### src/cordicPkg.sv
package cordicPkg;

	// Sample widths on the input side and inside the CORDIC datapath
	localparam int sampleWidth = 16;
	// Two guard bits absorb the CORDIC gain and the quadrant fold
	localparam int cordicWidth = 18;

	// A full turn of phase spans 2**phaseWidth units
	localparam int phaseWidth = 16;

	// Stage k shifts by k
	localparam int numStages = 14;

	// Arctangent of 2**-k, scaled so that a full turn is 65536
	localparam logic [phaseWidth-1:0] atanTable [numStages] = '{
		16'd8192, 16'd4836, 16'd2555, 16'd1297,
		16'd651,  16'd326,  16'd163,  16'd81,
		16'd41,   16'd20,   16'd10,   16'd5,
		16'd3,    16'd1
	};

	// The input FIFO depth is also the credit the upstream sender starts with
	localparam int inFifoDepth = 8;
	localparam int inPtrWidth = $clog2(inFifoDepth);
	localparam int inCountWidth = $clog2(inFifoDepth + 1);

	// Must cover every sample in the rotator plus some slack for the sink
	localparam int outFifoDepth = 16;
	localparam int outPtrWidth = $clog2(outFifoDepth);
	localparam int outCountWidth = $clog2(outFifoDepth + 1);

	// Credits the DUT holds toward the sink after reset
	localparam int sinkCredits = 4;
	localparam int sinkCountWidth = $clog2(sinkCredits + 1);

	// In-band opcodes of the input stream
	typedef enum logic [1:0] {
		OP_DATA      = 2'd0,
		OP_SET_FREQ  = 2'd1,
		OP_SET_PHASE = 2'd2
	} mixOp_t;

	// For set opcodes the i field carries the new value
	typedef struct packed {
		mixOp_t                 op;
		logic [sampleWidth-1:0] i;
		logic [sampleWidth-1:0] q;
	} mixWord_t;

	// Working state of one CORDIC pipeline slot
	typedef struct packed {
		logic [cordicWidth-1:0] i;
		logic [cordicWidth-1:0] q;
		logic [phaseWidth-1:0]  phase;
	} cordicState_t;

	typedef struct packed {
		logic [cordicWidth-1:0] i;
		logic [cordicWidth-1:0] q;
	} iqResult_t;

endpackage

### src/cordicStage.sv
`timescale 1ns/1ps

module cordicStage #(
	parameter int shift = 0
) (
	input  logic                    clk,
	input  logic                    reset,
	input  logic                    inValid,
	input  cordicPkg::cordicState_t stateIn,
	output logic                    outValid,
	output cordicPkg::cordicState_t stateOut
);
	import cordicPkg::*;

	logic signed [cordicWidth-1:0] iShifted;
	logic signed [cordicWidth-1:0] qShifted;
	logic                          phaseNonNeg;

	// Arithmetic shifts keep the sign of the operand
	assign iShifted = $signed(stateIn.i) >>> shift;
	assign qShifted = $signed(stateIn.q) >>> shift;

	// The residual phase is read as a two's complement angle
	assign phaseNonNeg = ~stateIn.phase[phaseWidth-1];

	// Only the valid bit is control state
	always_ff @(posedge clk)
	begin
		if (reset)
			outValid <= 1'b0;
		else
			outValid <= inValid;
	end

	// Rotate toward zero residual, by plus or minus atan(2**-shift)
	always_ff @(posedge clk)
	begin
		if (phaseNonNeg)
		begin
			stateOut.i     <= stateIn.i - qShifted;
			stateOut.q     <= stateIn.q + iShifted;
			stateOut.phase <= stateIn.phase - atanTable[shift];
		end
		else
		begin
			stateOut.i     <= stateIn.i + qShifted;
			stateOut.q     <= stateIn.q - iShifted;
			stateOut.phase <= stateIn.phase + atanTable[shift];
		end
	end

endmodule

### src/cordicRotator.sv
`timescale 1ns/1ps

module cordicRotator (
	input  logic                    clk,
	input  logic                    reset,
	input  logic                    inValid,
	input  cordicPkg::cordicState_t stateIn,
	output logic                    resValid,
	output cordicPkg::iqResult_t    result
);
	import cordicPkg::*;

	// Slot 0 is the pre-rotation register, slot k+1 the output of stage k
	cordicState_t stageState [numStages+1];
	logic         stageValid [numStages+1];
	logic         quadFold;

	// The two top phase bits differ when the angle is beyond a quarter turn
	assign quadFold = stateIn.phase[phaseWidth-1] ^ stateIn.phase[phaseWidth-2];

	always_ff @(posedge clk)
	begin
		if (reset)
			stageValid[0] <= 1'b0;
		else
			stageValid[0] <= inValid;
	end

	// Fold the angle into the convergence range of the stage chain
	always_ff @(posedge clk)
	begin
		if (quadFold)
		begin
			// A half-turn rotation negates both components
			stageState[0].i <= -stateIn.i;
			stageState[0].q <= -stateIn.q;
			// Adding half a turn only flips the top phase bit
			stageState[0].phase <= {~stateIn.phase[phaseWidth-1],
				stateIn.phase[phaseWidth-2:0]};
		end
		else
		begin
			stageState[0] <= stateIn;
		end
	end

	// One micro-rotation per stage, each with its own shift
	for (genvar k = 0; k < numStages; k++)
	begin : stageGen
		cordicStage #(
			.shift(k)
		) i_cordicStage (
			.clk     (clk),
			.reset   (reset),
			.inValid (stageValid[k]),
			.stateIn (stageState[k]),
			.outValid(stageValid[k+1]),
			.stateOut(stageState[k+1])
		);
	end

	// The residual phase of the last stage is dropped
	assign resValid = stageValid[numStages];
	assign result = '{i: stageState[numStages].i, q: stageState[numStages].q};

endmodule

### src/phaseAccumulator.sv
`timescale 1ns/1ps

module phaseAccumulator (
	input  logic                           clk,
	input  logic                           reset,
	input  logic                           cfgValid,
	input  cordicPkg::mixOp_t              cfgOp,
	input  logic [cordicPkg::phaseWidth-1:0] cfgValue,
	input  logic                           advance,
	output logic [cordicPkg::phaseWidth-1:0] curPhase
);
	import cordicPkg::*;

	logic [phaseWidth-1:0] freq;
	logic [phaseWidth-1:0] phase;

	// The sample launched this cycle takes the phase before the step
	assign curPhase = phase;

	always_ff @(posedge clk)
	begin
		if (reset)
		begin
			freq  <= '0;
			phase <= '0;
		end
		else if (cfgValid)
		begin
			// Only one word leaves ingress per cycle, so no launch competes here
			case (cfgOp)
				OP_SET_FREQ:
				begin
					freq <= cfgValue;
				end
				OP_SET_PHASE:
				begin
					phase <= cfgValue;
				end
				default:
				begin
					// Unknown config opcodes leave the oscillator as is
					freq <= freq;
				end
			endcase
		end
		else if (advance)
		begin
			// Wraps modulo a full turn by the register width
			phase <= phase + freq;
		end
	end

endmodule

### src/creditIngress.sv
`timescale 1ns/1ps

module creditIngress (
	input  logic                           clk,
	input  logic                           reset,
	input  logic                           inValid,
	input  cordicPkg::mixWord_t            inWord,
	output logic                           inCredit,
	input  logic                           slotFree,
	output logic                           launchValid,
	output cordicPkg::iqResult_t           launchSample,
	output logic                           cfgValid,
	output cordicPkg::mixOp_t              cfgOp,
	output logic [cordicPkg::phaseWidth-1:0] cfgValue
);
	import cordicPkg::*;

	mixWord_t                mem [inFifoDepth];
	logic [inPtrWidth-1:0]   wrPtr;
	logic [inPtrWidth-1:0]   rdPtr;
	logic [inCountWidth-1:0] count;
	mixWord_t                headWord;
	logic                    notEmpty;
	logic                    headIsData;
	logic                    pop;

	assign headWord = mem[rdPtr];
	assign notEmpty = count != '0;
	assign headIsData = headWord.op == OP_DATA;

	// Data waits for an output slot, config words go straight through
	assign launchValid = notEmpty && headIsData && slotFree;
	assign cfgValid = notEmpty && !headIsData;
	assign pop = launchValid || cfgValid;

	// Every word that leaves the FIFO hands one credit back upstream
	assign inCredit = pop;

	assign cfgOp = headWord.op;
	assign cfgValue = headWord.i;

	// Widen the sample into the guard-bit format of the rotator
	assign launchSample = '{
		i: {{(cordicWidth-sampleWidth){headWord.i[sampleWidth-1]}}, headWord.i},
		q: {{(cordicWidth-sampleWidth){headWord.q[sampleWidth-1]}}, headWord.q}
	};

	// The sender only writes while it holds a credit, so there is always room
	always_ff @(posedge clk)
	begin
		if (inValid)
		begin
			mem[wrPtr] <= inWord;
		end
	end

	// Depth is a power of two, so the pointers wrap on their own
	always_ff @(posedge clk)
	begin
		if (reset)
		begin
			wrPtr <= '0;
			rdPtr <= '0;
			count <= '0;
		end
		else
		begin
			if (inValid)
				wrPtr <= wrPtr + 1'b1;
			if (pop)
				rdPtr <= rdPtr + 1'b1;
			count <= count + inCountWidth'(inValid) - inCountWidth'(pop);
		end
	end

endmodule

### src/creditEgress.sv
`timescale 1ns/1ps

module creditEgress (
	input  logic                 clk,
	input  logic                 reset,
	input  logic                 reserve,
	input  logic                 resValid,
	input  cordicPkg::iqResult_t result,
	output logic                 slotFree,
	output logic                 outValid,
	output cordicPkg::iqResult_t outResult,
	input  logic                 outCredit
);
	import cordicPkg::*;

	iqResult_t                mem [outFifoDepth];
	logic [outPtrWidth-1:0]   wrPtr;
	logic [outPtrWidth-1:0]   rdPtr;
	logic [outCountWidth-1:0] fifoCount;
	logic [outCountWidth-1:0] reservedCount;
	logic [sinkCountWidth-1:0] sinkCount;
	logic                     send;

	// The head leaves whenever one is stored and the sink has room for it
	assign send = (fifoCount != '0) && (sinkCount != '0);
	assign outValid = send;
	assign outResult = mem[rdPtr];

	// Reserved slots cover stored results and samples still in the rotator
	assign slotFree = reservedCount < outCountWidth'(outFifoDepth);

	// A reserved slot guarantees room for every arriving result
	always_ff @(posedge clk)
	begin
		if (resValid)
		begin
			mem[wrPtr] <= result;
		end
	end

	always_ff @(posedge clk)
	begin
		if (reset)
		begin
			wrPtr         <= '0;
			rdPtr         <= '0;
			fifoCount     <= '0;
			reservedCount <= '0;
			sinkCount     <= sinkCountWidth'(sinkCredits);
		end
		else
		begin
			if (resValid)
				wrPtr <= wrPtr + 1'b1;
			if (send)
				rdPtr <= rdPtr + 1'b1;
			fifoCount <= fifoCount + outCountWidth'(resValid) - outCountWidth'(send);
			// A slot is held from launch until its result is sent
			reservedCount <= reservedCount + outCountWidth'(reserve)
				- outCountWidth'(send);
			// A returned credit and a send in one cycle cancel out
			sinkCount <= sinkCount + sinkCountWidth'(outCredit)
				- sinkCountWidth'(send);
		end
	end

endmodule

### src/cordicMixer.sv
`timescale 1ns/1ps

module cordicMixer (
	input  logic                 clk,
	input  logic                 reset,
	input  logic                 inValid,
	input  cordicPkg::mixWord_t  inWord,
	output logic                 inCredit,
	output logic                 outValid,
	output cordicPkg::iqResult_t outResult,
	input  logic                 outCredit
);
	import cordicPkg::*;

	logic                  slotFree;
	logic                  launchValid;
	iqResult_t             launchSample;
	logic                  cfgValid;
	mixOp_t                cfgOp;
	logic [phaseWidth-1:0] cfgValue;
	logic [phaseWidth-1:0] curPhase;
	cordicState_t          rotState;
	logic                  resValid;
	iqResult_t             rotResult;

	// Input side pops words, applies config and launches data
	creditIngress i_creditIngress (
		.clk         (clk),
		.reset       (reset),
		.inValid     (inValid),
		.inWord      (inWord),
		.inCredit    (inCredit),
		.slotFree    (slotFree),
		.launchValid (launchValid),
		.launchSample(launchSample),
		.cfgValid    (cfgValid),
		.cfgOp       (cfgOp),
		.cfgValue    (cfgValue)
	);

	// Each launch takes the current phase and steps the oscillator once
	phaseAccumulator i_phaseAccumulator (
		.clk     (clk),
		.reset   (reset),
		.cfgValid(cfgValid),
		.cfgOp   (cfgOp),
		.cfgValue(cfgValue),
		.advance (launchValid),
		.curPhase(curPhase)
	);

	// The rotator starts from the widened sample and the oscillator phase
	assign rotState = '{i: launchSample.i, q: launchSample.q, phase: curPhase};

	cordicRotator i_cordicRotator (
		.clk     (clk),
		.reset   (reset),
		.inValid (launchValid),
		.stateIn (rotState),
		.resValid(resValid),
		.result  (rotResult)
	);

	// The launch pulse also reserves the output slot for its result
	creditEgress i_creditEgress (
		.clk      (clk),
		.reset    (reset),
		.reserve  (launchValid),
		.resValid (resValid),
		.result   (rotResult),
		.slotFree (slotFree),
		.outValid (outValid),
		.outResult(outResult),
		.outCredit(outCredit)
	);

endmodule

### config.mk
export PLATFORM = sky130hd
export DESIGN_NAME = cordicMixer
export DESIGN_NICKNAME = d
export VERILOG_FILES = /design/src/cordicPkg.sv /design/src/cordicStage.sv /design/src/cordicRotator.sv /design/src/phaseAccumulator.sv /design/src/creditIngress.sv /design/src/creditEgress.sv /design/src/cordicMixer.sv
export SDC_FILE = /design/constraint.sdc
export NUM_CORES = 2
export LEC_CHECK = 0
export BUFFER_PORTS_ARGS = -buffer_cell sky130_fd_sc_hd__buf_2
export CAP_MARGIN = 30
export CORE_ASPECT_RATIO = 1.25
export CORE_MARGIN = 2
export CORE_UTILIZATION = 43
export DETAILED_ROUTE_END_ITERATION = 10
export HOLD_SLACK_MARGIN = 0.12
export MAX_ROUTING_LAYER = met4
export PLACE_DENSITY = 0.67
export SYNTH_ARGS = -nofsm -noshare
export SYNTH_HDL_FRONTEND = slang
export SYNTH_SLANG_ARGS = --single-unit
### constraint.sdc
create_clock -name clk -period 3.3 [get_ports clk]
set_input_delay 0.495 -clock clk [delete_from_list [all_inputs] [get_ports clk]]
set_output_delay 0.495 -clock clk [all_outputs]
set_load 0.02 [all_outputs]
== Word-level counts from Yosys, hierarchy flattened ==
Memory sizes are Yosys's and may differ from the RTL's. A register that Yosys moved wholly into a read port is not among the register bits.
Cells that the tools add are included.

* Add/sub/neg operators: 98
* Multiply operators: 0
* Div/mod/pow operators: 0
* Magnitude comparators: 1
* Eq/ne operators: 3
* Shift-type cells: 0
* Muxes and demuxes: 26
* Bitwise logic cells: 2
* Reductions and logical operators: 13

{| class="wikitable"
|+ Operators with widths
! kind !! number
|-
| $mux 52 || 15
|-
| $sub 18x18->18 || 28
|-
| $add 18x18->18 || 27
|-
| $mux 16 || 3
|-
| $neg 18->18 || 2
|-
| $add 16x1->16 const B || 1
|-
| $add 16x10->16 const B || 1
|-
| $add 16x11->16 const B || 1
|-
| $add 16x12->16 const B || 1
|-
| $add 16x13->16 const B || 1
|-
| $add 16x14->16 const B || 1
|-
| $add 16x16->16 || 1
|-
| $add 16x2->16 const B || 1
|-
| $add 16x3->16 const B || 1
|-
| $add 16x4->16 const B || 1
|-
| $add 16x5->16 const B || 1
|-
| $add 16x6->16 const B || 1
|-
| $add 16x7->16 const B || 1
|-
| $add 16x8->16 const B || 1
|-
| $add 16x9->16 const B || 1
|-
| $sub 16x1->16 const B || 1
|-
| $sub 16x10->16 const B || 1
|-
| $sub 16x11->16 const B || 1
|-
| $sub 16x12->16 const B || 1
|-
| 36 further kinds || 49
|}

* Bits in registers: 842
* Latch bits: 0
* RAM bits: 848
* Memory bits (read-only): 0
* Input port bits: 38
* Output and inout bits: 38
* Word-level logic and storage cells: 214
* Memories kept: 2

{| class="wikitable"
|+ Memories
! name !! depth !! bits a word !! read ports !! clocked after Yosys merged registers in !! wr ports !! line !! source
|-
| i_creditEgress.mem || 16 || 36 || 1 || 1 || 1 || creditEgress.sv:16 || <nowiki>iqResult_t mem [outFifoDepth];</nowiki>
|-
| i_creditIngress.mem || 8 || 34 || 1 || 1 || 1 || creditIngress.sv:18 || <nowiki>mixWord_t mem [inFifoDepth];</nowiki>
|}

== Depth between registers and ports, before layout ==
* Word-level depth: 6
* Mapped depth: 15
* Depth with buffers taken out: 15

== Cells and area by module ==
A second synthesis with hierarchy kept.

* Cells, all modules: 8,226
* Area, all modules: 92,087.1 um^2

{| class="wikitable"
|+ Modules (own cells, without submodules)
! module !! instances !! cells an instance !! area each (um^2) !! seq. area each (um^2)
|-
| creditEgress || 1 || 1,031 || 22,841.9 || 17,797.1
|-
| creditIngress || 1 || 500 || 11,074.4 || 8,428.1
|-
| cordicStage at i_cordicRotator.stageGen[2].i_cordicStage || 1 || 502 || 4,211.5 || 1,061.0
|-
| cordicStage at i_cordicRotator.stageGen[11].i_cordicStage || 1 || 469 || 3,958.8 || 1,061.0
|-
| cordicStage at i_cordicRotator.stageGen[4].i_cordicStage || 1 || 456 || 3,947.5 || 1,061.0
|-
| cordicStage at i_cordicRotator.stageGen[3].i_cordicStage || 1 || 460 || 3,923.8 || 1,061.0
|-
| cordicStage at i_cordicRotator.stageGen[12].i_cordicStage || 1 || 450 || 3,910.0 || 1,061.0
|-
| cordicStage at i_cordicRotator.stageGen[6].i_cordicStage || 1 || 460 || 3,892.5 || 1,061.0
|-
| cordicStage at i_cordicRotator.stageGen[8].i_cordicStage || 1 || 432 || 3,870.0 || 1,061.0
|-
| cordicStage at i_cordicRotator.stageGen[13].i_cordicStage || 1 || 441 || 3,834.9 || 1,061.0
|-
| cordicStage at i_cordicRotator.stageGen[0].i_cordicStage || 1 || 463 || 3,823.7 || 1,041.0
|-
| cordicStage at i_cordicRotator.stageGen[7].i_cordicStage || 1 || 425 || 3,821.2 || 1,061.0
|-
| cordicStage at i_cordicRotator.stageGen[10].i_cordicStage || 1 || 431 || 3,819.9 || 1,061.0
|-
| cordicStage at i_cordicRotator.stageGen[9].i_cordicStage || 1 || 439 || 3,811.2 || 1,061.0
|-
| +4 rows || -- || -- || -- || --
|}

== Worst setup path after synthesis ==
No wires, ideal clock.

* Kind: reg2reg
* From: reg i_cordicRotator.stageGen[2].i_cordicStage.stateOut[15] in the netlist's numbering
* To: reg i_cordicRotator.stageGen[3].i_cordicStage.stateOut[33] in the netlist's numbering
* Library setup time: 130 ps
* Arrival time: 3,544 ps
* Required time: 3,170 ps
* Path slack: -375 ps
* Cell stages (with the launch flop): 14
* Path buffers: 3
* Clock period less this slack: 3,675 ps
* Path through: dfxtp_1 > clkbuf_1 > clkbuf_1 > clkbuf_1 > mux2i_1 > ha_1 > nor2b_1 > o31a_1 > o31a_1 > a2111oi_4 > o31ai_1 > o41a_1 > o41ai_1 > a211oi_1

* Longest elaborated chain between the ends: 1

{| class="wikitable"
|+ Ends and longest elaborated chain
! item !! line !! source
|-
| from (decl) || cordicStage.sv:11 || <nowiki>output cordicPkg::cordicState_t stateOut</nowiki>
|-
| $mux 52 || cordicStage.sv:38 || <nowiki>if (phaseNonNeg)</nowiki>
|-
| to (decl) || cordicStage.sv:11 ||
|}

Every way passes these cells.
A chain may end at the register's enable or synchronous reset.

==> results by group <==
Timing
  • Slew Viols, Final: 0
  • RSZ-0062 raised after global routing: yes
  • Final setup viols: 29
  • Fin crit share: 105%
  • Max Clock Freq: 290 MHz
  • Final Critical Period: 3450 ps
  • Slew margin rel.: 38.0%
  • Post-route worst setup slack: -149 ps
  • Worst Skew: 118 ps
  • Worst-Margin Slew: 930 ps
  • Hold Vio Cnt, Final: 0
  • TNS Setup: -2820 ps

Cells and area
  • Final net count: 8870
  • Area Growth Syn to Fin: 16.1%
  • Share of cells above drive strength 1: 15.8%
  • Non-Filler Instances: 10900
  • Core Util, Final: 50.3%

Synth
  • Synth warn: 0
  • Seq/Total Area, Yosys: 48.4%
  • Post-synth EDFFs: 848
  • Most numerous cell in the Yosys netlist: edfxtp_1
  • Largest area contributor in the netlist: edfxtp_1
  • Share of the synthesized area in the top cell type: 29.2%
  • Syn avg cell area: 11.6 um^2
  • Netlist cell types: 97
  • Synth top area cells: edfxtp_1 29%, dfxtp_1 19%, ha_1 11%, xnor2_1 5.8%, mux4_2 5.8%
  • Synthesized area: 87100 um^2
  • Synth Flop Type: edfxtp_1
  • #FFs+latches synth: 1681
  • Syn_nets: 8358
  • Synth top cells by count: 848 x edfxtp_1, 833 x dfxtp_1, 751 x ha_1, 634 x nor2_1, 581 x xnor2_1
  • Post-Syn Instances: 7523
  • Asr flop ratio synth: 0%

Critical path
  • Worst-path maximum fanout: 14
  • Critical Path AT: 2950 ps
  • Critical path class: reg2out
  • Critical Path RT: 2800 ps
  • CP Capture Type: primary output
  • Element type at the critical path start: register

Die
  • Num rows: 184
  • Initial Util: 43.3%
  • DIE HEIGHT: 507 um
  • Die area: 206000 um^2
  • Core box area: 201000 um^2
  • Die W: 407 um
  • Top Ports: 76

Outcome
  • Status: finished with violations
  • Failing checks: negative setup slack

Global route
  • GRT Residual Overflow: 0
  • Initial antenna violation count: 3
  • Vias in the first global route: 59400
  • Gr usage total: 19.8%
  • Top Usage Layer GRT: met2
  • Largest net degree at the start of global routing: 81
  • Met3 usage: 2.67%
  • GR Util met1: 22.7%
  • Global-route wire length before repair: 318 mm
  • Grt met2 use: 35.6%

Routing
  • Remaining DRCs: 0
  • Wire per inst: 18.6 um
  • Vias post-DR: 59000
  • Routed WL: 202 mm
  • Drt via density: 5.43
  • Drt initial violations: 3347
  • Final ANT Viol Nets: 0
  • Drt pass-1 iters: 6

Place
  • Detailed placement HPWL: 144 mm
  • I/O Buffers: 75
  • Post-Place Setup Slack: -161 ps
  • Placer Congestion: 0.892
  • Cell count after placement: 10500

Clocking
  • Clk sinks: 1681
  • H-tree depth: 4
  • Clock-pin slew on the worst setup and hold paths: 60 ps
  • Max clock buf depth: 3
  • Num CTS Buffers: 168
  • TritonCTS clock tree: built
  • Root Driver: clkbuf_16
  • Clock latency on the worst-skew pair: 880 ps

Hold path
  • Worst min path class: in2reg

Flow run
  • Max cap viols: 0
==> sequential cells by signal, summed over array words and instances, names as in the netlist, named ones only <==
| signal | count |
|---|---|
| i_phaseAccumulator.freq | 16 |
| i_cordicRotator.stageState | 52 |
| i_creditIngress.count | 4 |
| i_creditEgress.rdPtr | 4 |
| i_creditEgress.mem | 576 |
| i_creditIngress.mem | 272 |
| i_creditEgress.fifoCount | 5 |
| i_creditEgress.wrPtr | 4 |
| i_phaseAccumulator.curPhase | 16 |
| i_cordicRotator.stageGen.i_cordicStage.stateOut | 696 |
| i_cordicRotator.stageGen.i_cordicStage.outValid | 14 |
| i_creditIngress.wrPtr | 3 |
| i_cordicRotator.stageValid | 1 |
| i_creditIngress.rdPtr | 3 |
| i_creditEgress.sinkCount | 3 |
| i_creditEgress.reservedCount | 5 |
==> what timing repair did <==
action | 4_1_cts | 5_1_grt
cloned | 2 | 6
endpoints found under the setup margin | 59 | 155
buffers inserted | 10 | 21
gates resized for setup | 72 | 268
pin swaps | 11 | 70
hold buffers | 35 | 0
endpoints found under the hold margin | 276 | 0
==> metal layers <==
layer / part of all wire [%] / vias up / wire (um)
met2: 52 / 1159 / 106000
li1: - / 28700 / -
met1: 41 / 28800 / 81800
met3: 4.1 / 342 / 8230
met5: 0 / - / 0
met4: 3.0 / 0 / 6050
==> logic make-up after synthesis <==
logic type	after synthesis	share of synthesized area [%]
buf+inv	532	2.46
flops	1681	48.4
simple gates	1741	9.55
mux	351	7.79
xor+xnor	849	8.53
fa+ha+maj	797	11.8
compound gates	1572	11.5
==> path summary, 6_finish.rpt <==
| path | slack [ps] | endpoint | start | depth (start not counted) |
|---|---|---|---|---|
| setup / recovery | -150 | outResult[15] | register | 5 |
| hold / removal | 180 | i_creditEgress.sinkCount[0] | outCredit | 3 |
| setup reg to reg | 80 | register | register | 13 |
| hold reg to reg | 300 | register | i_cordicRotator.stageState[740] | 0 |
==> cells in the final DEF (no fill, tap or decap), types with 88 or more instances in the layout <==
master and n:
edfxtp_1 848, dfxtp_1 814, ha_1 741, nor2_1 624
xnor2_1 579, a21oi_1 509, inv_1 368, buf_4 340
nand2_1 276, o21ai_0 269, xor2_1 268, mux4_2 224
nor3_1 219, clkbuf_16 172, a21o_1 165, nand3_1 106
o21a_1 88
==> critical path, stage by stage, from the launching register on <==
cell,delay [ps]
dfxtp_4,450
buf_12,190
buf_12,180
mux4_2,550
mux4_2,560
buf_2,200
==> area by class of cell <==
| cell class | instances | area, um^2 |
|---|---|---|
| well taps | 2697 | 3370 |
| flip-flops and latches | 1681 | 42200 |
| clock inverters | 92 | 1170 |
| inverters | 377 | 1420 |
| diodes | 3 | 7.51 |
| multi-input cells | 5310 | 44000 |
| fillers | 17500 | 100000 |
| repair buffers | 497 | 4410 |
| clock buffers | 216 | 4580 |
==> through the flow <==
| stage | instance area (um^2) | hold slack, ps |
|---|---|---|
| after floorplan | 87200 | 310 |
| after global placement | 93300 | 315 |
| after detailed placement | 93300 | 312 |
| after CTS | 99900 | 145 |
| after global routing | 101000 | 162 |
| final | 101000 | 181 |
Power is left out: the tool's default activity adds up to more than one toggle a clock period on the data nets, which glitch-free logic cannot reach.
